$ cat src/hw/lsq_settings.svh
`ifndef LSQ_SETTINGS_SVH
`define LSQ_SETTINGS_SVH

// queue entries, a power of two
`define LSQ_DEPTH 8
// head and tail pointers carry one extra wrap bit
`define LSQ_PTR_W ($clog2(`LSQ_DEPTH) + 1)

// direct-mapped lines, indexed by address bits 6 to 3
`define DCACHE_LINES 16
// cycles from miss accept to done_tag
`define DCACHE_MISS_CYCLES 6
// backing memory size in words
`define DCACHE_WORDS 256

`endif
$ cat src/hw/core_types_pkg.sv
package core_types_pkg;

    // reorder buffer tag, also names a store-data producer
    typedef logic [4:0] rob_tag_t;

    // data or address word
    typedef logic [31:0] word_t;

    // one broadcast on the common data bus
    typedef struct packed {
        logic     valid;
        rob_tag_t tag;
        word_t    value;
    } cdb_packet_t;

    // integer unit functions
    // agu adds like alu_add but its result goes to the private address channel
    typedef enum logic [2:0] {
        alu_add,
        alu_sub,
        alu_and,
        alu_or,
        alu_xor,
        alu_agu
    } alu_func_t;

    // issue packet into the integer unit
    typedef struct packed {
        logic      valid;
        word_t     opa;
        word_t     opb;
        alu_func_t func;
        rob_tag_t  rob_tag;
    } alu_issue_t;

endpackage

$ cat src/hw/cdb_arbiter.sv
`timescale 1ns/1ps

module cdb_arbiter import core_types_pkg::*; (
    input  logic        clk,
    input  logic        reset,
    input  cdb_packet_t lsq_result,
    input  cdb_packet_t alu_result,
    output cdb_packet_t cdb,
    output logic        alu_ready
);

    // parked integer result
    cdb_packet_t slot;
    logic park;

    // integer result loses to a queue result
    assign park = alu_result.valid && lsq_result.valid;

    // hold the integer unit while the slot is full or filling
    assign alu_ready = !slot.valid && !park;

    always_comb begin
        if (lsq_result.valid) begin
            cdb = lsq_result;
        end else if (slot.valid) begin
            cdb = slot;
        end else begin
            cdb = alu_result;
        end
    end

    always_ff @(posedge clk or posedge reset) begin
        if (reset) begin
            slot <= '0;
        end else if (park) begin
            slot <= alu_result;
        end else if (slot.valid && !lsq_result.valid) begin
            // drained onto the bus this cycle
            slot.valid <= 1'b0;
        end
    end

    // the integer unit must honour alu_ready
    assert property (@(posedge clk) disable iff (reset) slot.valid |-> !alu_result.valid);

endmodule

$ cat config.mk
export PLATFORM = sky130hd
export DESIGN_NAME = cdb_arbiter
export DESIGN_NICKNAME = d
export VERILOG_FILES = /design/src/hw/lsq_settings.svh /design/src/hw/core_types_pkg.sv /design/src/hw/cdb_arbiter.sv
export SDC_FILE = /design/constraint.sdc
export NUM_CORES = 1
export LEC_CHECK = 0
export BUFFER_PORTS_ARGS = -buffer_cell sky130_fd_sc_hd__buf_2
export CAP_MARGIN = 20
export CORE_AREA = 4 4 102 104
export DETAILED_ROUTE_END_ITERATION = 16
export DIE_AREA = 0 0 106 108
export HOLD_SLACK_MARGIN = 0.03
export SKIP_CTS_REPAIR_TIMING = 1
export SYNTH_ARGS = -nofsm -noshare
export SYNTH_HDL_FRONTEND = slang
export SYNTH_SLANG_ARGS = --single-unit
$ cat constraint.sdc
create_clock -name clk -period 1.7 [get_ports clk]
set_input_delay 0.34 -clock clk [delete_from_list [all_inputs] [get_ports clk]]
set_output_delay 0.34 -clock clk [all_outputs]
set_load 0.05 [all_outputs]
## Yosys cells after proc, flatten, opt, wreduce, memory -nomap -nowiden

Cells that the tools add are included.
Widths: inputs -> output; s select.

- Bits in registers: 38
- Bits of input ports: 78
- Output and inout port bits: 39
- Logic and storage cells: 14

- Mux-type cells: 4
- Reduce and logical (&&, ||, !) cells: 7

Operator list:

| cell | number |
|---|---|
| $mux 38 | 2 |
| $logic_and 1x1->1 | 3 |
| $logic_not 1->1 | 3 |
| $mux 1 | 2 |
| $reduce_bool 2->1 | 1 |

## Depth between registers and ports, before layout

- Depth after elaboration: 4
- Gate-level depth with buffers: 5
- Gate-level depth less buffers: 2

## Worst setup path after synthesis

Ideal clock, no wire load.

- Path type: register to output
- Start: register slot[37] (netlist bit)
- End: output port cdb[10] (netlist bit)
- Arrival: 1.849 ns
- Required time: 1.360 ns
- Path slack: -0.489 ns
- Stages on the path, launching flop included: 5
- Path buffers: 2
- Cells stage by stage: dfrtp_1 buf_2 buf_4 mux2i_1 o21ai_0

RTL lines:

| what | RTL line | RTL |
|---|---|---|
| start, declared | cdb_arbiter.sv:13 | `cdb_packet_t slot;` |
| start signal, assigned | cdb_arbiter.sv:36 | `slot <= alu_result;` |
| end, declared | cdb_arbiter.sv:8 | `output cdb_packet_t cdb,` |

==> results.md <==
* Run status: complete, but fails checks
* Violated checks: setup timing
* CTS sink count at 38
* Max-slew violations at 0
* Vias in the first global route at about 1900
* Detailed Routing Iterations Pass 1 at 4
* Max cap viols at 0
* I/O pins at between 100 and 150
* Avg Cell Area, Syn at 11.2 µm²
* Final hold violation count at 0
* Core area at 9550 µm²
* Synth top area cells: dfrtp_1, mux2_4, mux2i_1
* Top cells by count, synth: dfrtp_1, mux2i_1, nand2_1, o21ai_0, mux2_4
* Clock Pin Slew Worst Setup and Hold Paths at about 80 ps
* RSZ-0062 raised after global routing: yes
* Die H at 108 µm
* Setup_tns at -1480 ps
* Worst EP arrival at between 1000 and 1500 ps
* Initial Utilization at about a quarter
* Startpoint type of the worst setup path: flip-flop
* Final period utilization at 106%
* Core Util, Final at between 30% and 40%
* Leakage at 1.68 nW
* Syn nets at 286
* Synth-to-Final Area Change at 45.6%
* Fmax at around 560 MHz
* Setup CP Type: flip-flop to output port
* Seq/Total Area, Yosys at about two fifths
* Clk root buf: clkbuf_8
* Final net count at approximately 400
* DRC at 0
* Initial antenna violation count at 0
* Reg2reg path depth at 2
* Seq. cell area at 952 µm²
* Max reg flops at 38
* Antenna diodes at 0
* Setup crit end kind: output port
* Global-route wire length before repair at slightly below 9000 µm
* Fin Hold WS at 79.2 ps
* Fillers at between 1000 and 1500
* Post-DRT Antenna Nets at 0
* Die area at 11400 µm²
* Critical Path RT at around 1400 ps
* DP HPWL at 4100 µm
* PwrDens at about 830 nW/µm²
* Row cnt at 36
* Tightest Pin Transition at 707 ps
* Worst skew pair latency at roughly 280 ps
* Most numerous cell in the Yosys netlist: dfrtp_1
* Headroom to the max-slew limit at 52.6%
* Worst VDD drop at 0.000301 V
* Most used DFF post-synth: dfrtp_1
* Routability cong. at a little over 0.7
* Port Buffers at ~120
* Cts bufs inserted at 5
* Biggest regs: slot: 38 flops
* Register bit total from synthesis at 38
* R2R Path Start: slot[37]$_DFFE_PP0P_
* Post-synth EDFFs at 0
* CP Max Fanout at 18
* Setup ws final at -95.6 ps
* R2R Path End: slot[37]$_DFFE_PP0P_
* H-tree depth at 2
* Yosys cell types at 15
* Final total power at 2.80 mW
* Post-Synthesis Cells at about 210
* Final WL at approximately 5500 µm
* Clock skew at 0 ps
* Dpl cells at around 450
* Fraction of layout cells with a size suffix above 1 at around three fifths
* Vias at between 1500 and 2000
* Routed vias/inst at a little over 4
* DIE WIDTH at between 100 and 150 µm
* Post-route minimum period at ~1800 ps
* Synth area leader: dfrtp_1
* Non-filler cells in the finished layout at approximately 460
* Fraction of registers with async set/reset at 100%
* R2r setup slk at between 700 and 800 ps
* Max clock buf depth at 2
* Global route total overflow at 0
* Synth warnings at 0
* Multi-input logic area at about 1300 µm²
* Class of the worst hold path: input pin to async pin
* CTS tree: done
* Top reg by flops: slot
* 1st-iter DRT viols at 62
* Share of the synthesized area in the top cell type at roughly two fifths
* Final Setup Violations at 35
* WL/cell at between 10 and 15 µm
* Post-synth design cell area at 2320 µm²
* GRT Total Usage at roughly a tenth
* Largest net degree at the start of global routing at 31
[stage by stage]
stage / setup slack [ps] / area, µm²
after floorplan: -112 / 2390
after global placement: 146 / 3170
after detailed placement: 126 / 3170
after CTS: -193 / 3250
after global routing: -180 / 3380
final: -95.6 / 3380
[how the worst max path moves through the flow]
| stage | start | endpoint | slack (ps) | cells after the start |
|---|---|---|---|---|
| 2_1_floorplan | slot[37]$_DFFE_PP0P_ | cdb[10] | -110 | 4 |
| 3_3_place_gp | slot[37]$_DFFE_PP0P_ | cdb[36] | 150 | 4 |
| 3_5_place_dp | lsq_result[37] | cdb[25] | 130 | 6 |
| 4_1_cts | slot[37]$_DFFE_PP0P_ | cdb[19] | -190 | 4 |
| 5_1_grt | slot[37]$_DFFE_PP0P_ | cdb[1] | -180 | 4 |
| 6_report | slot[37]$_DFFE_PP0P_ | cdb[37] | -100 | 3 |
[placed cells by master, fill, tap and decap left out]
cell type  count
buf_4          9
mux2_4        30
dfrtp_1       37
buf_12         6
clkbuf_8       5
nand2_4        1
or3_1          1
clkinv_1       1
a21oi_2        1
clkbuf_1       2
buf_2         89
dfrtp_2        1
buf_8          1
clkbuf_4      11
mux2i_1       32
o21ai_2       19
mux2_2         7
o21a_1         1
mux2i_2        5
o21ai_1       18
buf_6          9
nand2_1       37
[critical path, cell delays in order (launching register included)]
cell	delay, ps
dfrtp_2	440
buf_8	180
or3_1	360
buf_4	200
[cells by family (layout without fill, tap and decap cells)]
group | count (synthesis) | count (layout) | synth area share, %
buf+inv | 18 | 133 | 4.96
mux | 74 | 74 | 38.8
simple gates | 39 | 39 | 6.74
compound gates | 39 | 39 | 8.52
flops | 38 | 38 | 41.0
[report_power, final]
| part | leakage (nW) | internal [mW] | switching [mW] |
|---|---|---|---|
| Combinational | 1.20 | 0.488 | 0.617 |
| Sequential | 0.445 | 1.04 | 0.0760 |
| Clock | 0.0383 | 0.283 | 0.298 |
| Total | 1.68 | 1.81 | 0.991 |
[final cells by class]
type	instances	share of cell area, %
inverter	1	0.111
timing repair buffer	125	24.6
clock buffer	7	2.26
multi-input combinational	152	39.9
sequential	38	28.2
tap	133	4.93
[routing by layer]
metal	global-route usage (%)	wire, µm	part of all wire [%]
met1	13.4	2610	48
met2	14.1	2480	45
met3	3.10	383	7.0
met4	1.94	15	0.27
met5	0	0	0
(Power assumes the default switching activity.)
