--- src/hw/lsq_settings.svh ---
`ifndef LSQ_SETTINGS_SVH
`define LSQ_SETTINGS_SVH

// queue entries, a power of two
`define LSQ_DEPTH 8
// head and tail pointers carry one extra wrap bit
`define LSQ_PTR_W ($clog2(`LSQ_DEPTH) + 1)

// direct-mapped lines, indexed by address bits 6 to 3
`define DCACHE_LINES 16
// cycles from miss accept to done_tag
`define DCACHE_MISS_CYCLES 6
// backing memory size in words
`define DCACHE_WORDS 256

`endif
--- src/hw/core_types_pkg.sv ---
package core_types_pkg;

    // reorder buffer tag, also names a store-data producer
    typedef logic [4:0] rob_tag_t;

    // data or address word
    typedef logic [31:0] word_t;

    // one broadcast on the common data bus
    typedef struct packed {
        logic     valid;
        rob_tag_t tag;
        word_t    value;
    } cdb_packet_t;

    // integer unit functions
    // agu adds like alu_add but its result goes to the private address channel
    typedef enum logic [2:0] {
        alu_add,
        alu_sub,
        alu_and,
        alu_or,
        alu_xor,
        alu_agu
    } alu_func_t;

    // issue packet into the integer unit
    typedef struct packed {
        logic      valid;
        word_t     opa;
        word_t     opb;
        alu_func_t func;
        rob_tag_t  rob_tag;
    } alu_issue_t;

endpackage

--- src/hw/mem_types_pkg.sv ---
package mem_types_pkg;

    import core_types_pkg::*;

    // two-word cache line, address bit 2 picks the upper word
    typedef logic [63:0] line_t;

    // cache transaction tag, zero means none
    typedef logic [3:0] cache_tag_t;

    typedef enum logic [1:0] {
        cmd_none,
        cmd_load,
        cmd_store
    } cache_cmd_t;

    // load or store entering the queue
    typedef struct packed {
        logic     valid;
        logic     is_store;
        rob_tag_t rob_tag;
        rob_tag_t store_data_tag;
        logic     store_data_valid;
        word_t    store_data;
    } lsq_issue_t;

    // address from the integer unit, only the queue listens
    typedef struct packed {
        logic     valid;
        rob_tag_t tag;
        word_t    addr;
    } priv_addr_t;

    typedef struct packed {
        logic     valid;
        logic     is_store;
        rob_tag_t rob_tag;
        word_t    address;
        logic     address_valid;
        word_t    store_data;
        rob_tag_t store_data_tag;
        logic     store_data_valid;
        logic     retired;
    } lsq_entry_t;

    typedef struct packed {
        cache_cmd_t cmd;
        word_t      addr;
        line_t      data;
    } dcache_req_t;

    typedef struct packed {
        cache_tag_t response;
        logic       hit;
        cache_tag_t done_tag;
        line_t      data;
    } dcache_rsp_t;

endpackage

--- src/hw/lsq.sv ---
`timescale 1ns/1ps
`include "lsq_settings.svh"

module lsq import core_types_pkg::*, mem_types_pkg::*; (
    input  logic        clk,
    input  logic        reset,
    input  lsq_issue_t  issue,
    input  priv_addr_t  priv_addr,
    input  cdb_packet_t cdb_in,
    input  logic        retire_valid,
    input  rob_tag_t    retire_tag,
    input  dcache_rsp_t dcache_rsp,
    output dcache_req_t dcache_req,
    output cdb_packet_t result,
    output logic        store_ready,
    output rob_tag_t    store_ready_tag,
    output logic        lsq_free
);

    localparam int IDX_W = `LSQ_PTR_W - 1;

    lsq_entry_t q [`LSQ_DEPTH];
    logic [`LSQ_PTR_W-1:0] head, tail, count;
    logic [IDX_W-1:0] head_idx, tail_idx;
    lsq_entry_t head_e, new_e;
    logic full, enq, head_ready, accepted, hit_done, load_done, pop;
    // single outstanding miss
    logic in_flight, flight_lane;
    cache_tag_t flight_tag;

    function automatic word_t pick_lane(line_t line, logic upper);
        return upper ? line[63:32] : line[31:0];
    endfunction

    assign head_idx = head[IDX_W-1:0];
    assign tail_idx = tail[IDX_W-1:0];
    assign count = tail - head;
    assign full = (count == `LSQ_DEPTH);
    // drops one entry early so an issue launched in the same cycle still fits
    assign lsq_free = (count < `LSQ_DEPTH - 1);
    assign enq = issue.valid && !full;

    assign head_e = q[head_idx];

    // loads need an address, stores also need data and the retire mark
    assign head_ready = head_e.valid && head_e.address_valid && !in_flight &&
                        (!head_e.is_store || (head_e.store_data_valid && head_e.retired));

    // tell the retire stage the oldest store only waits on retirement
    assign store_ready = head_e.valid && head_e.is_store && head_e.address_valid &&
                         head_e.store_data_valid && !head_e.retired;
    assign store_ready_tag = head_e.rob_tag;

    always_comb begin
        dcache_req.cmd = cmd_none;
        dcache_req.addr = head_e.address;
        // store word goes into the lane picked by address bit 2
        dcache_req.data = head_e.address[2] ? {head_e.store_data, 32'h0}
                                            : {32'h0, head_e.store_data};
        if (head_ready) begin
            dcache_req.cmd = head_e.is_store ? cmd_store : cmd_load;
        end
    end

    // cache takes the command when it answers with a tag
    assign accepted = (dcache_req.cmd != cmd_none) && (dcache_rsp.response != '0);
    assign hit_done = accepted && !head_e.is_store && dcache_rsp.hit;
    assign load_done = in_flight && (dcache_rsp.done_tag == flight_tag);
    // stores leave on accept, loads on hit or miss completion
    assign pop = (accepted && head_e.is_store) || hit_done || load_done;

    // new entry, catching an address or data that shows up in the enqueue cycle
    always_comb begin
        new_e = '0;
        new_e.valid = 1'b1;
        new_e.is_store = issue.is_store;
        new_e.rob_tag = issue.rob_tag;
        new_e.address = priv_addr.addr;
        new_e.address_valid = priv_addr.valid && (priv_addr.tag == issue.rob_tag);
        new_e.store_data_tag = issue.store_data_tag;
        new_e.store_data = issue.store_data;
        new_e.store_data_valid = issue.store_data_valid;
        if (issue.is_store && !issue.store_data_valid && cdb_in.valid &&
            (cdb_in.tag == issue.store_data_tag)) begin
            new_e.store_data = cdb_in.value;
            new_e.store_data_valid = 1'b1;
        end
    end

    always_ff @(posedge clk or posedge reset) begin
        if (reset) begin
            head <= '0;
            tail <= '0;
            in_flight <= 1'b0;
            flight_lane <= 1'b0;
            flight_tag <= '0;
            result <= '0;
            for (int i = 0; i < `LSQ_DEPTH; i++) begin
                q[i] <= '0;
            end
        end else begin
            // result pulses for one cycle
            result.valid <= 1'b0;

            // miss accepted, hold the head until done_tag comes back
            if (accepted && !head_e.is_store && !dcache_rsp.hit) begin
                in_flight <= 1'b1;
                flight_tag <= dcache_rsp.response;
                flight_lane <= head_e.address[2];
            end
            if (hit_done) begin
                result.valid <= 1'b1;
                result.tag <= head_e.rob_tag;
                result.value <= pick_lane(dcache_rsp.data, head_e.address[2]);
            end
            if (load_done) begin
                in_flight <= 1'b0;
                result.valid <= 1'b1;
                result.tag <= head_e.rob_tag;
                result.value <= pick_lane(dcache_rsp.data, flight_lane);
            end
            if (pop) begin
                q[head_idx].valid <= 1'b0;
                head <= head + 1'b1;
            end

            // parallel search on address channel, CDB and retire tag
            for (int i = 0; i < `LSQ_DEPTH; i++) begin
                if (priv_addr.valid && q[i].valid && !q[i].address_valid &&
                    (q[i].rob_tag == priv_addr.tag)) begin
                    q[i].address <= priv_addr.addr;
                    q[i].address_valid <= 1'b1;
                end
                if (cdb_in.valid && q[i].valid && q[i].is_store &&
                    !q[i].store_data_valid && (q[i].store_data_tag == cdb_in.tag)) begin
                    q[i].store_data <= cdb_in.value;
                    q[i].store_data_valid <= 1'b1;
                end
                if (retire_valid && q[i].valid && q[i].is_store &&
                    (q[i].rob_tag == retire_tag)) begin
                    q[i].retired <= 1'b1;
                end
            end

            if (enq) begin
                q[tail_idx] <= new_e;
                tail <= tail + 1'b1;
            end
        end
    end

    // the issuing side must watch lsq_free
    assert property (@(posedge clk) disable iff (reset) issue.valid |-> !full);

    // cache never answers a command that was not driven
    assert property (@(posedge clk) disable iff (reset)
        (dcache_rsp.response != '0) |-> (dcache_req.cmd != cmd_none));

endmodule

--- config.mk ---
export PLATFORM = sky130hd
export DESIGN_NAME = lsq
export DESIGN_NICKNAME = d
export VERILOG_FILES = /design/src/hw/core_types_pkg.sv /design/src/hw/mem_types_pkg.sv /design/src/hw/lsq.sv
export VERILOG_INCLUDE_DIRS = /design/src /design/src/hw
export SDC_FILE = /design/constraint.sdc
export NUM_CORES = 2
export LEC_CHECK = 0
export ABC_AREA = 1
export BUFFER_PORTS_ARGS = -buffer_cell sky130_fd_sc_hd__buf_2
export CORE_MARGIN = 5
export CORE_UTILIZATION = 60
export DETAILED_ROUTE_END_ITERATION = 6
export PLACE_DENSITY = 0.81
export SLEW_MARGIN = 20
export SYNTH_ARGS = -nofsm -noshare
export SYNTH_HDL_FRONTEND = slang
export SYNTH_SLANG_ARGS = --single-unit
--- constraint.sdc ---
create_clock -name clk -period 35.4 [get_ports clk]
set_clock_uncertainty 0.05 [all_clocks]
set_input_delay 3.54 -clock clk [delete_from_list [all_inputs] [get_ports clk]]
set_output_delay 3.54 -clock clk [all_outputs]
set_load 0.01 [all_outputs]
* Yosys cells after proc, flatten, opt, wreduce, memory -nomap -nowiden
Cells that the tools add are included.
Word-level totals: bits in registers 684, input port bits 202, output and inout port bits 143, logic and storage cells 302
Operators by class: $add $sub $neg 3, order comparisons 5, equal/unequal tests 28, multiplexer cells 54, bitwise gates (word level) 2, reduce and logical (&&, ||, !) cells 130
Operators with widths (count):
- 632-bit bitwise mux | 2
- 632-bit 2-to-1 mux | 2
- 79-bit demux with 3-bit select | 2
- 32-bit 2-to-1 mux | 11
- 79-bit 2-to-1 mux | 4
- 33-bit 2-to-1 mux | 8
- 79-bit binary-select mux with 3-bit select | 1
- 5-bit equality test | 26
- 1-bit logical AND | 101
- 38-bit 2-to-1 mux | 2
- 64-bit 2-to-1 mux | 1
- 1-bit logical NOT | 22
- 1-bit 2-to-1 mux | 19
- 4-bit by 1-bit adder with 4-bit output, second input constant | 2
- 4-bit greater-or-equal comparator, second input constant | 2
- 4-bit by 1-bit less-than comparator with 1-bit output, second input constant | 2
- 3-bit NOT with 4-bit output | 2
- 2-bit nonzero test | 3
- 4-bit equality test | 1
- 4-bit equality test, second input constant | 1
- 4-bit by 3-bit less-than comparator with 1-bit output, second input constant | 1
- 2-bit 2-to-1 mux | 2
- 4-bit nonzero test | 1
- 4-bit subtractor | 1
- 1-bit logical OR | 3

* Depth between registers and ports, before layout
depth in word-level cells 18, mapped depth 16, depth with buffers taken out 14

* Worst setup path before layout
No wires, ideal clock.
path kind register to output, start point register head[1], end point output port dcache_req[13] (netlist name), arrival 1777 ps, data required time 31810 ps, setup slack 30033 ps, stages on the path, launching flop included 9, buffers on the path 4, cells stage by stage dfrtp_1 nor2_1 buf_2 o211ai_1 nand4_1 buf_2 buf_2 clkbuf_1 nor2_1
RTL lines:
- from (decl) | RTL line lsq.sv:23 | logic [`LSQ_PTR_W-1:0] head, tail, count;
- from (signal assigned) | RTL line lsq.sv:124 | head <= head + 1'b1;
- to (decl) | RTL line lsq.sv:13 | output dcache_req_t dcache_req,

==> metrics.md <==
| Metric | Value |
|---|---|
| Rows | 91 |
| Hpwl dp | around 67 mm |
| Seq/Total Area, Yosys | a little under half |
| Commonest non-fill, non-tap cell in the layout | nand2_1 |
| GR Util All Layers | a little over a third |
| Floorplan die area | roughly 67000 sq um |
| Main synth FF type | dfrtp_1 |
| Initial Utilization | roughly three fifths |
| Worst Setup End Kind | output port |
| Clock root buffer | clkbuf_16 |
| DRC errors left | 0 |
| TNS Setup | 0 ns |
| Synth cell types | 44 |
| Hold endpoint | result[34]$_DFFE_PP0P_ |
| CTS-repair resized insts | 0 |
| Die Wd | 258 um |
| Total Nets Final | 5374 |
| Filler instances | roughly 5.2k |
| Drt pass-1 iters | 7 |
| Crit Path Class | flop to output port |
| Num ports | roughly 350 |
| Final Hold Viols | 0 |
| Min Tclk post-route | approximately 8.9 ns |
| Reg2reg end | q[610]$_DFF_PP0_ |
| Post-CTS Setup Bufs | 0 |
| Most frequent cells in the layout | nand2_1, dfrtp_1, o21ai_0 |
| Fraction of layout cells with a size suffix above 1 | between 10% and 20% |
| Input/output buffers | ~340 |
| Worst hold path cell count | 2 |
| Core footprint | about 60000 sq um |
| Antenna-violating nets left | 0 |
| H-tree levels | 3 |
| Pleak | 0.0210 uW |
| Hold buffer count at CTS | 0 |
| Outcome | complete, no violations |
| Peak VDD IR | 0.0852 mV |
| Clock sink count | about 700 |
| RSZ-0062 raised after global routing | false |
| FF-to-FF path depth | 15 |
| Critical path fanouts, max | 248 |
| R2R setup slack | 30.05 ns |
| CTS Buf Count | 76 |
| Clock Latency Late Sink | 0.62 ns |
| Total gr overflow | 0 |
| Syn Std Cell Area | approximately 37000 sq um |
| Worst slew margin | about a tenth |
| Min-delay src | result[34]$_DFFE_PP0P_ |
| Wire per inst | a little under 20 um |
| Largest net degree at the start of global routing | 249 |
| CP Launch Type | flop |
| Fmax achieved | 112 MHz |
| Cells along the critical path | buf_4 -> buf_12 -> o211ai_1 -> nand4_1 -> buf_4 -> clkinv_2 -> buf_4 -> nor2_1 -> buf_2 |
| Setup-failing EPs final | 0 |
| Slew of the pin with the lowest slew margin | ~1.3 ns |
| Syn_nets | 5289 |
| Area Overhead vs Synth | 11.1% |
| Reg2reg start | head[0]$_DFFE_PP0N_ |
| Cells after synthesis | a little over 5k |
| Worst EP required | roughly 32 ns |
| CP max-delay cell | dfrtp_4 |
| CTS tree | yes |
| Routed WL | 119 mm |
| CP peak stage delay | slightly below 0.9 ns |
| Number of synthesized flops with an enable pin | 0 |
| Slew Limit Fails | 0 |
| Synthesized area per cell | between 7 and 8 sq um |
| Final period utilization | roughly a quarter |
| Power Density | 95.6 nW/um^2 |
| Area of the multi-input gates | roughly 17000 sq um |
| First-pass GRT wire length | 187 mm |
| Initial antenna violation count | 8 |
| YS warnings | 0 |
| Max Root-Sink Buffers | 3 |
| Vias in the first global route | roughly 34k |
| Post-synth ARST share | between 90% and 100% |
| Crit path DAT | ~5.4 ns |
| Clock transition at path regs | approximately 0.06 ns |
| Most frequent CP cell | buf_4 |
| Placer Congestion | 0.957 |
| FF+latch count, synth | between 600 and 700 |
| Worst Hold Slack | between 0.4 and 0.5 ns |
| Min-delay worst type | flop to flop |
| Vias/cell | about 6 |
| Seq. cell area | 17100 sq um |
| Detailed Route Iter0 Violations | 4615 |
| Maxcap violations | 0 |
| DIE HEIGHT | about 260 um |
| DR vias | 35.9k |
-- cell families (layout without fill, tap and decap cells) --
| kind of cell | count (synthesis) | count (layout) | synth area share [%] |
|---|---|---|---|
| simple gates | 2585 | 2585 | 27.9 |
| compound gates | 1063 | 1063 | 16.4 |
| flops | 684 | 684 | 46.4 |
| buf+inv | 679 | 818 | 7.53 |
| xor+xnor | 51 | 51 | 1.21 |
| mux | 13 | 13 | 0.397 |
| fa+ha+maj | 6 | 6 | 0.224 |
| other cells | 0 | 7 | 0 |
-- worst max path at each step --
stage                                   start                      end  slack (ns)  depth (start not counted)
after floorplan                         reset  flight_lane$_DFFE_PP0P_       12.63                          1
after global placement    head[0]$_DFFE_PP0N_           dcache_req[35]       27.26                          9
after detailed placement  head[0]$_DFFE_PP0N_           dcache_req[32]       27.20                          9
after CTS                 head[0]$_DFFE_PP0N_           dcache_req[32]       26.54                          9
after global routing      head[0]$_DFFE_PP0N_           dcache_req[43]       26.09                          9
final                     head[0]$_DFFE_PP0N_           dcache_req[43]       26.45                          9
-- synthesized netlist by cell type (5+ instances only) --
cell / instances / area share, %
nand2_1: 1861 / 19
dfrtp_1: 684 / 46
o21ai_0: 639 / 8.7
nor2_1: 370 / 3.8
inv_1: 268 / 2.7
nand3_1: 250 / 3.4
clkbuf_1: 227 / 2.3
buf_2: 123 / 1.7
o21ai_1: 102 / 1.4
o211ai_1: 89 / 1.8
o22ai_1: 68 / 1.2
a21oi_1: 51 / 0.69
xor2_1: 48 / 1.1
o2111ai_1: 40 / 0.95
o21ai_2: 28 / 0.66
nor4_1: 24 / 0.41
buf_1: 23 / 0.23
a31oi_1: 22 / 0.37
nand4_1: 21 / 0.36
inv_2: 15 / 0.15
nor3_1: 14 / 0.19
mux2_2: 13 / 0.40
nor3b_1: 13 / 0.26
o211ai_2: 11 / 0.37
or2_2: 11 / 0.19
nand2_2: 10 / 0.17
buf_4: 9 / 0.18
a221oi_1: 8 / 0.19
buf_6: 5 / 0.15
clkinv_1: 5 / 0.051
ha_1: 5 / 0.17
-- power breakdown --
| part | switching, uW | leakage (uW) | internal, uW |
|---|---|---|---|
| clock | 327 | 0.00121 | 469 |
| sequential | 221 | 0.00859 | 1140 |
| combinational | 1170 | 0.0112 | 593 |
| total | 1720 | 0.0210 | 2200 |
-- per-stage QoR --
stage / cell area, sq um / cells / worst slack [ns] / total power, uW / util (%)
after floorplan: 36900 / 5081 / 12.63 / 2530 / -
after global placement: 38500 / 5878 / 27.26 / 3020 / 62.8
after global routing: 41000 / 6014 / 26.09 / 4190 / 66.8
after CTS: 41000 / 6010 / 26.54 / 3890 / 66.8
final: 41000 / 6017 / 26.45 / 3920 / 66.8
after detailed placement: 38500 / 5878 / 27.20 / 3080 / 62.8
-- cell type report --
type                            instances  area share (%)
Tap cell                              790            2.41
Multi-Input combinational cell       3718            41.8
Clock buffer                          110            5.48
Timing Repair Buffer                  398            5.28
Inverter                              288            2.67
Antenna cell                            7          0.0427
Clock inverter                         22           0.546
Sequential cell                       684            41.8
-- sequential cells by signal, indices dropped and copies added, names as in the netlist --
name and flops:
q 632, result 38, flight_tag 4, head 4
tail 4, flight_lane 1, in_flight 1
-- worst max-delay path, delay by kind of cell, from the launching register on --
kind,cells,cell delay (ns)
buffers and inverters,6,3.03
flip-flops,1,0.89
AND/OR/NAND/NOR,2,0.36
AO/OA/AOI/OAI,1,0.20
-- routing by layer --
metal,GRT usage [%],wire (um),up-vias
met3,6.95,13100,360
met2,54.6,54900,2090
met1,47.4,46400,16826
met5,0,27,-
li1,-,-,16650
met4,14.4,4770,4
Power figures use the tool's default switching activity.
