File: src/hw/lsq_settings.svh
`ifndef LSQ_SETTINGS_SVH
`define LSQ_SETTINGS_SVH

// queue entries, a power of two
`define LSQ_DEPTH 8
// head and tail pointers carry one extra wrap bit
`define LSQ_PTR_W ($clog2(`LSQ_DEPTH) + 1)

// direct-mapped lines, indexed by address bits 6 to 3
`define DCACHE_LINES 16
// cycles from miss accept to done_tag
`define DCACHE_MISS_CYCLES 6
// backing memory size in words
`define DCACHE_WORDS 256

`endif
File: src/hw/core_types_pkg.sv
package core_types_pkg;

    // reorder buffer tag, also names a store-data producer
    typedef logic [4:0] rob_tag_t;

    // data or address word
    typedef logic [31:0] word_t;

    // one broadcast on the common data bus
    typedef struct packed {
        logic     valid;
        rob_tag_t tag;
        word_t    value;
    } cdb_packet_t;

    // integer unit functions
    // agu adds like alu_add but its result goes to the private address channel
    typedef enum logic [2:0] {
        alu_add,
        alu_sub,
        alu_and,
        alu_or,
        alu_xor,
        alu_agu
    } alu_func_t;

    // issue packet into the integer unit
    typedef struct packed {
        logic      valid;
        word_t     opa;
        word_t     opb;
        alu_func_t func;
        rob_tag_t  rob_tag;
    } alu_issue_t;

endpackage

File: src/hw/mem_types_pkg.sv
package mem_types_pkg;

    import core_types_pkg::*;

    // two-word cache line, address bit 2 picks the upper word
    typedef logic [63:0] line_t;

    // cache transaction tag, zero means none
    typedef logic [3:0] cache_tag_t;

    typedef enum logic [1:0] {
        cmd_none,
        cmd_load,
        cmd_store
    } cache_cmd_t;

    // load or store entering the queue
    typedef struct packed {
        logic     valid;
        logic     is_store;
        rob_tag_t rob_tag;
        rob_tag_t store_data_tag;
        logic     store_data_valid;
        word_t    store_data;
    } lsq_issue_t;

    // address from the integer unit, only the queue listens
    typedef struct packed {
        logic     valid;
        rob_tag_t tag;
        word_t    addr;
    } priv_addr_t;

    typedef struct packed {
        logic     valid;
        logic     is_store;
        rob_tag_t rob_tag;
        word_t    address;
        logic     address_valid;
        word_t    store_data;
        rob_tag_t store_data_tag;
        logic     store_data_valid;
        logic     retired;
    } lsq_entry_t;

    typedef struct packed {
        cache_cmd_t cmd;
        word_t      addr;
        line_t      data;
    } dcache_req_t;

    typedef struct packed {
        cache_tag_t response;
        logic       hit;
        cache_tag_t done_tag;
        line_t      data;
    } dcache_rsp_t;

endpackage

File: src/hw/int_alu.sv
`timescale 1ns/1ps

module int_alu import core_types_pkg::*, mem_types_pkg::*; (
    input  logic        clk,
    input  logic        reset,
    input  alu_issue_t  issue,
    input  logic        ready,
    output cdb_packet_t result,
    output priv_addr_t  priv_addr
);

    logic  take;
    word_t value;

    // arbiter back-pressure, nothing is taken while ready is low
    assign take = issue.valid && ready;

    always_comb begin
        case (issue.func)
            alu_sub: value = issue.opa - issue.opb;
            alu_and: value = issue.opa & issue.opb;
            alu_or:  value = issue.opa | issue.opb;
            alu_xor: value = issue.opa ^ issue.opb;
            // add and agu share the adder
            default: value = issue.opa + issue.opb;
        endcase
    end

    always_ff @(posedge clk or posedge reset) begin
        if (reset) begin
            result <= '0;
            priv_addr <= '0;
        end else begin
            // agu goes to the queue, everything else toward the CDB
            result.valid <= take && (issue.func != alu_agu);
            result.tag <= issue.rob_tag;
            result.value <= value;
            priv_addr.valid <= take && (issue.func == alu_agu);
            priv_addr.tag <= issue.rob_tag;
            priv_addr.addr <= value;
        end
    end

endmodule

File: config.mk
export PLATFORM = sky130hd
export DESIGN_NAME = int_alu
export DESIGN_NICKNAME = d
export VERILOG_FILES = /design/src/hw/lsq_settings.svh /design/src/hw/core_types_pkg.sv /design/src/hw/mem_types_pkg.sv /design/src/hw/int_alu.sv
export SDC_FILE = /design/constraint.sdc
export NUM_CORES = 1
export LEC_CHECK = 0
export BUFFER_PORTS_ARGS = -buffer_cell sky130_fd_sc_hd__clkbuf_2
export CAP_MARGIN = 25
export CORE_ASPECT_RATIO = 1.5
export CORE_UTILIZATION = 55
export DETAILED_ROUTE_END_ITERATION = 8
export PLACE_DENSITY_LB_ADDON = 0.05
export SYNTH_ARGS = -nofsm -noshare
export SYNTH_HDL_FRONTEND = slang
export SYNTH_SLANG_ARGS = --single-unit
File: constraint.sdc
create_clock -name clk -period 1.3 [get_ports clk]
set_input_delay 0.065 -clock clk [delete_from_list [all_inputs] [get_ports clk]]
set_output_delay 0.065 -clock clk [all_outputs]
set_load 0.005 [all_outputs]
==> results of run 1 <==
## through the flow
step	util	cell area [sq um]	setup slack [ns]
after floorplan	-	5980	-1.89
after global placement	0.815	7990	-2.16
after detailed placement	0.815	7990	-2.26
after CTS	0.894	8760	-1.61
## repair_timing
item / in CTS
hold buffers: 6
endpoints found under the hold margin: 44
cloned: 1
pin swaps: 45
setup endpoints to repair: 31
gates resized for setup: 78
buffers inserted: 17
## cells in the mapped netlist (all sizes together) (13+ instances only)
cell    count
ha         96
inv        80
a21oi      71
nor2       52
o21ai      44
nand2      41
buf        40
xnor2      40
dfrtp      39
clkbuf     30
nand4      16
a21o       13
nand3      13
## routing by layer
layer / global-route usage / overflow
met5: 0.0957 / 0
met4: 1.10 / 153
met3: 0.632 / 11
met2: 1.58 / 1239
met1: 0.908 / 15
## cells by family after synthesis
group | Yosys count | share of synthesized area
XOR/XNOR | 51 | 0.0796
AO/OA/AOI/OAI | 214 | 0.240
adder cells (fa/ha/maj) | 97 | 0.218
AND/OR/NAND/NOR | 163 | 0.140
multiplexers | 13 | 0.0234
buffers and inverters | 150 | 0.125
flip-flops | 39 | 0.174
==> flow_summary.json, run 1 <==
{
  "status": "stopped before the end",
  "failed_stage": "global routing",
  "error_line": "[ERROR GRT-0232] Routing congestion too high. Check the congestion heatmap in the GUI.",
  "grtUsageTotal": 1.05,
  "cts_made_buffers": 5,
  "synth_area_sq_mm": 0.00561,
  "yosys.area.top_type": "ha_1",
  "grt_max_degree": 33,
  "root_buffer": "clkbuf_16",
  "initial_core_util": 0.573,
  "dp.cells": 1132,
  "synth-edff-count": 0,
  "htree_levels": 2,
  "ys_seq_elements": 39,
  "place_hpwl_um": 17000,
  "port_buffers": 151,
  "worst_endpoint": "priv_addr[31]$_DFF_PP0_/D",
  "worstEpCategory": "sequential cell input",
  "synth_warnings": 0,
  "fp.dieW_um": 84.5,
  "ioPinCount": 152,
  "async_reset_ff_frac": 1.00,
  "die_y_um": 126,
  "routabilityCongestion": 1.01,
  "seq_area_frac_synth": 0.174,
  "synth_nets": 900,
  "overflow": 1418,
  "syn_inst": 727,
  "synth.area.top_cells": "ha_1 21%, dfrtp_1 17%, a21oi_1 6.3%",
  "cts.path.max_buffers": 2,
  "synth_area_per_cell_sq_um": 7.72,
  "synth_top_cell_area_share": 0.214,
  "cts_num_sinks": 39,
  "std_cell_rows": 44,
  "dominantRegCellSynth": "dfrtp_1",
  "ys_types": 57
}
==> run 2, diff against run 1 <==
Settings changed: CORE_ASPECT_RATIO 1.5 to default, CORE_UTILIZATION 55 to 40, PLACE_DENSITY_LB_ADDON 0.05 to 0.15.
==> flow_summary.json, run 2 <==
{
  "worst_pin_slew_ns": 0.402,
  "pwr-share-clk": 0.191,
  "fp.dieW_um": 120,
  "synth_warnings": 0,
  "fin_util": 0.708,
  "status": "finished with violations",
  "grt_pass1_wl_um": 32100,
  "synth.area.top_cells": "ha_1 21%, dfrtp_1 17%, a21oi_1 6.3%",
  "final_nets": 1253,
  "core_sq_mm": 0.0135,
  "grtUsageTotal": 0.282,
  "whs_ns": 0.150,
  "cts_num_sinks": 39,
  "synth_common_cells": "96 x ha_1, 80 x inv_1, 71 x a21oi_1",
  "finalSetupViolCount": 31,
  "switching_share": 0.386,
  "async_reset_ff_frac": 1.00,
  "vias": 6626,
  "wl_per_cell_um": 16.8,
  "hold_viol_final": 0,
  "seq_area_frac_synth": 0.174,
  "p_leak_nw": 4.88,
  "crit_path_start_kind": "input pin",
  "root_buffer": "clkbuf_16",
  "crit_start": "issue[14]",
  "wirelength_um": 21100,
  "dominantRegCellSynth": "dfrtp_1",
  "critPathMaxFanout": 4,
  "critPathRequiredTime_ns": 1.48,
  "drtIter0Drc": 365,
  "die_y_um": 120,
  "cts_made_buffers": 5,
  "htree_levels": 2,
  "yosys.area.top_type": "ha_1",
  "max_freq_mhz": 329,
  "initial_core_util": 0.417,
  "ioPinCount": 152,
  "synth_nets": 900,
  "ys_seq_elements": 39,
  "synth_top_cell_area_share": 0.214,
  "final_common_cell": "buf_4",
  "setup.worst_path.end": "priv_addr[26]$_DFF_PP0_",
  "grt_max_degree": 35,
  "syn_inst": 727,
  "std_cell_rows": 42,
  "intPower_mw": 4.81,
  "synth_area_sq_mm": 0.00561,
  "cap_violations": 0,
  "place_hpwl_um": 15700,
  "grt_pass1_vias": 6444,
  "overflow": 0,
  "synthToLayoutAreaGrowth_pct": 69.7,
  "antenna_left": 0,
  "cts_tree": "done",
  "drcViolationCount": 0,
  "routabilityCongestion": 0.899,
  "port_buffers": 151,
  "die_area_sq_mm": 0.0145,
  "vdd_drop_max_v": 0.000461,
  "synth_area_per_cell_sq_um": 7.72,
  "critPathArrivalTime_ns": 3.22,
  "power_switching_mw": 3.03,
  "violations": "setup timing",
  "fin_setup_tns_ns": -39.36,
  "top_register": "priv_addr",
  "power.density_mw_per_mm2": 823,
  "timing.final.crit_share": 2.34,
  "comb_power_share": 0.604,
  "crit_type": "input pin to flop",
  "maxSlewHeadroom": 0.731,
  "layout_common_cells": "214 x buf_4, 144 x clkbuf_2, 86 x ha_1, 74 x inv_1, 45 x a21oi_1",
  "layout_setup_ws_ns": -1.74,
  "hold_class": "input pin to flop",
  "rsz0062_at_grt": "yes",
  "clk_pin_slew_ns": 0.07,
  "slew_violations": 0,
  "power_frac_seq": 0.204,
  "end_kind": "flop",
  "synth_most_common_cell": "ha_1",
  "drive_above_1_share": 0.513,
  "antennaDiodeCount": 0,
  "ys_types": 57,
  "largest_reg_flops": 38,
  "cts.path.max_buffers": 2,
  "synth-edff-count": 0,
  "nFillCells": 1033,
  "avgViaCountPerCell": 5.27,
  "antenna_found_initial": 0,
  "reg_top3": "priv_addr x38, result x1",
  "drt_first_pass_iters": 5,
  "period_minus_slack_ns": 3.04
}
## run 2: cell counts after synthesis
Identical to the previous run, type by type.
## run 2: area by class of cell
class                      instances  area (sq um)  area share
clock inverter                     3          43.8     0.00460
tap                              176           220      0.0231
timing repair buffer             416          3020       0.317
clock buffer                       5           125      0.0131
inverter                          80           305      0.0321
sequential                        39           976       0.102
multi-input combinational        538          4830       0.507
## run 2: how the worst min path moves through the flow
stage | from | end | slack (ns) | cells past startpoint
floorplan | issue[0] | priv_addr[32]$_DFF_PP0_ | 0.1 | 0
global placement | reset | priv_addr[33]$_DFF_PP0_ | 0.09 | 3
detailed placement | reset | priv_addr[12]$_DFF_PP0_ | 0.10 | 3
CTS | issue[6] | priv_addr[1]$_DFF_PP0_ | 0.18 | 3
global route | issue[6] | priv_addr[3]$_DFF_PP0_ | 0.18 | 3
finish | issue[6] | priv_addr[1]$_DFF_PP0_ | 0.15 | 3
## run 2: cell families (layout without fill, tap and decap cells)
kind of cell | count (synthesis) | after routing | synth area share
AOI/OAI and AO/OA | 214 | 214 | 0.240
and+or+nand+nor | 163 | 163 | 0.140
buffers and inverters | 150 | 504 | 0.125
adders and majority gates | 97 | 97 | 0.218
xor gates and xnor gates | 51 | 51 | 0.0796
DFF | 39 | 39 | 0.174
muxes | 13 | 13 | 0.0234
## run 2: repair_timing
item,CTS,global route
endpoints found under the hold margin,46,0
gates resized for setup,106,87
endpoints found under the setup margin,31,31
setup buffers,21,28
hold buffers,8,0
pin swaps,72,91
## run 2: per-layer routing
metal,vias to the layer above,global-route usage,routed length [um]
li1,3226,-,-
met1,3149,0.376,9440
met2,217,0.474,10200
met3,34,0.0349,946
met4,0,0.0864,487
met5,-,0,0
## run 2: worst max-delay path, stage by stage
cell	delay, ns
buf_8	0.10
nor4_4	0.33
buf_4	0.18
nand4_1	0.15
buf_6	0.19
inv_4	0.06
nand3_4	0.07
o41ai_4	0.30
xnor2_1	0.17
ha_1	0.31
a21o_1	0.23
buf_6	0.12
a41oi_2	0.19
nor2_1	0.08
a311oi_2	0.31
xor2_1	0.24
o21ai_1	0.10
## run 2: through the flow
step                      worst slack [ns]  instance area (sq um)  power, mW  instances
after floorplan                      -1.89                   5980       3.85        727
after global placement               -2.13                   8140       5.38       1205
after detailed placement             -2.32                   8140       5.46       1205
after CTS                            -1.64                   9010       7.46       1239
after global routing                 -1.92                   9520       8.31       1257
final                                -1.74                   9520       7.84       1257
## run 2: power by group through the flow
stage	clock network (mW)	logic (mW)	registers, mW
CTS	1.53	4.32	1.61
detailed placement	0	3.83	1.62
global placement	0	3.78	1.61
floorplan	0	2.22	1.63
finish	1.50	4.74	1.60
global route	1.57	5.11	1.63
Power figures use the tool's default switching activity.
==> run 3, diff against run 2 <==
Settings changed: CORE_UTILIZATION 40 to 50.
==> flow_summary.json, run 3 (synthesized netlist as in run 2, its figures left out) <==
{
  "slowest_stage": "ha_2",
  "crit_path_start_kind": "input pin",
  "crit_type": "input pin to flop",
  "hold_viol_final": 0,
  "htree_levels": 2,
  "slew_violations": 0,
  "clk_pin_slew_ns": 0.09,
  "timing.final.crit_share": 2.34,
  "core_sq_mm": 0.0109,
  "holdPathStages": 5,
  "rsz0062_at_grt": "yes",
  "worst_pin_slew_ns": 0.565,
  "dp_slack_ns": -2.32,
  "drive_above_1_share": 0.524,
  "critPathRequiredTime_ns": 1.50,
  "multi_input_area_sq_mm": 0.00482,
  "worst_hold_path.endpoint": "priv_addr[26]$_DFF_PP0_",
  "drt_first_pass_iters": 6,
  "cts.path.max_buffers": 2,
  "holdCritStartpoint": "issue[66]",
  "ff_latch_area_sq_um": 976,
  "wl_per_cell_um": 19.8,
  "switching_share": 0.422,
  "comb_power_share": 0.668,
  "antenna_found_initial": 0,
  "drcViolationCount": 0,
  "power.density_mw_per_mm2": 800,
  "hold_class": "input pin to flop",
  "critPathMaxFanout": 4,
  "grt_pass1_wl_um": 32400,
  "reg_top3": "priv_addr x38, result x1",
  "critPathArrivalTime_ns": 3.25,
  "place_hpwl_um": 15400,
  "status": "finished with violations",
  "end_kind": "flop",
  "power_switching_mw": 3.18,
  "die_y_um": 108,
  "placed_cell_area_sq_mm": 0.00809,
  "p_leak_nw": 4.83,
  "layout_common_cells": "231 x buf_4, 147 x clkbuf_2, 83 x ha_1, 75 x inv_1, 45 x nor2_1",
  "max_stage_delay_ns": 0.39,
  "whs_ns": 0.192,
  "cts_made_buffers": 5,
  "die_area_sq_mm": 0.0117,
  "std_cell_rows": 38,
  "intPower_mw": 4.36,
  "crit_path_cell_trace": "clkbuf_2 -> nor3_1 -> nand4_1 -> buf_6 -> nor4_4 -> nand3_2 -> o41ai_2 -> xnor2_1 -> ha_2 -> buf_6 -> nand4_1 -> or2_4 -> nor2_4 -> a2111oi_4 -> buf_4 -> a311o_1",
  "power_frac_seq": 0.213,
  "top_register": "priv_addr",
  "initial_core_util": 0.515,
  "layout_setup_ws_ns": -1.74,
  "cts_num_sinks": 39,
  "vdd_drop_max_v": 0.000568,
  "cap_violations": 0,
  "fp.dieW_um": 108,
  "final_common_cell": "buf_4",
  "port_buffers": 151,
  "ioPinCount": 152,
  "period_minus_slack_ns": 3.04,
  "maxSlewHeadroom": 0.623,
  "wirelength_um": 24400,
  "grt_pass1_vias": 6655,
  "postLayoutCellArea_sq_mm": 0.00942,
  "final_nets": 1264,
  "largest_reg_flops": 38,
  "nFillCells": 545,
  "max_freq_mhz": 329,
  "drtIter0Drc": 540,
  "grtUsageTotal": 0.359,
  "overflow": 0,
  "synthToLayoutAreaGrowth_pct": 67.9,
  "violations": "setup timing",
  "finalSetupViolCount": 31,
  "routabilityCongestion": 0.880,
  "vias": 7358,
  "antenna_left": 0,
  "cts_tree": "done",
  "antennaDiodeCount": 0,
  "pwr-share-clk": 0.120,
  "avgViaCountPerCell": 5.97,
  "root_buffer": "clkbuf_8",
  "grt_max_degree": 36
}
run 3: metal layers:
| metal | vias up | GRT usage | wire (um) |
|---|---|---|---|
| li1 | 3245 | - | - |
| met1 | 3487 | 0.450 | 9340 |
| met2 | 479 | 0.621 | 11600 |
| met3 | 147 | 0.0434 | 1930 |
| met4 | 0 | 0.144 | 1510 |
| met5 | - | 0 | 0 |
run 3: layout make-up:
cell class	count	share of cell area
multi-input cells	538	0.512
repair buffers	427	0.325
flip-flops and latches	39	0.104
inverters	80	0.0321
well taps	140	0.0186
clock buffers	7	0.00810
clock inverters	1	0.000531
run 3: critical path, delay by kind of cell:
family / cells / cell delay [ns]
buffers and inverters: 4 / 0.52
xor gates and xnor gates: 1 / 0.12
and+or+nand+nor: 7 / 1.45
AOI/OAI and AO/OA: 3 / 0.69
adders and majority gates: 1 / 0.39
run 3: through the flow:
step                      std cells  power, mW  setup TNS [ns]  utilization
after floorplan                 727       3.85          -34.90            -
after CTS                      1210       6.82          -35.98        0.816
final                          1232       7.53          -39.90        0.865
after global routing           1232       7.92          -41.76        0.865
after global placement         1168       5.33          -46.15        0.743
after detailed placement       1168       5.44          -48.78        0.743
run 3: power by group through the flow:
stage | Combinational, mW | Clock, mW | Sequential [mW]
after detailed placement | 3.83 | 0 | 1.61
final | 5.03 | 0.902 | 1.60
after global routing | 5.34 | 0.960 | 1.63
after floorplan | 2.22 | 0 | 1.63
after CTS | 4.33 | 0.897 | 1.59
after global placement | 3.73 | 0 | 1.60
run 3: repair_timing:
item / CTS / global route
resized for setup: 98 / 83
hold endpoints to repair: 27 / 0
setup endpoints to repair: 31 / 31
hold buffers: 8 / 0
pin swaps: 65 / 65
buffers inserted: 29 / 28
run 3: worst max path at each step:
stage	start	slack, ns	endpoint
6_report	issue[17]	-1.74	priv_addr[31]$_DFF_PP0_
3_5_place_dp	issue[9]	-2.32	priv_addr[31]$_DFF_PP0_
4_1_cts	issue[9]	-1.62	priv_addr[31]$_DFF_PP0_
5_1_grt	issue[14]	-1.83	priv_addr[31]$_DFF_PP0_
2_1_floorplan	issue[11]	-1.89	priv_addr[31]$_DFF_PP0_
3_3_place_gp	issue[8]	-2.11	priv_addr[31]$_DFF_PP0_
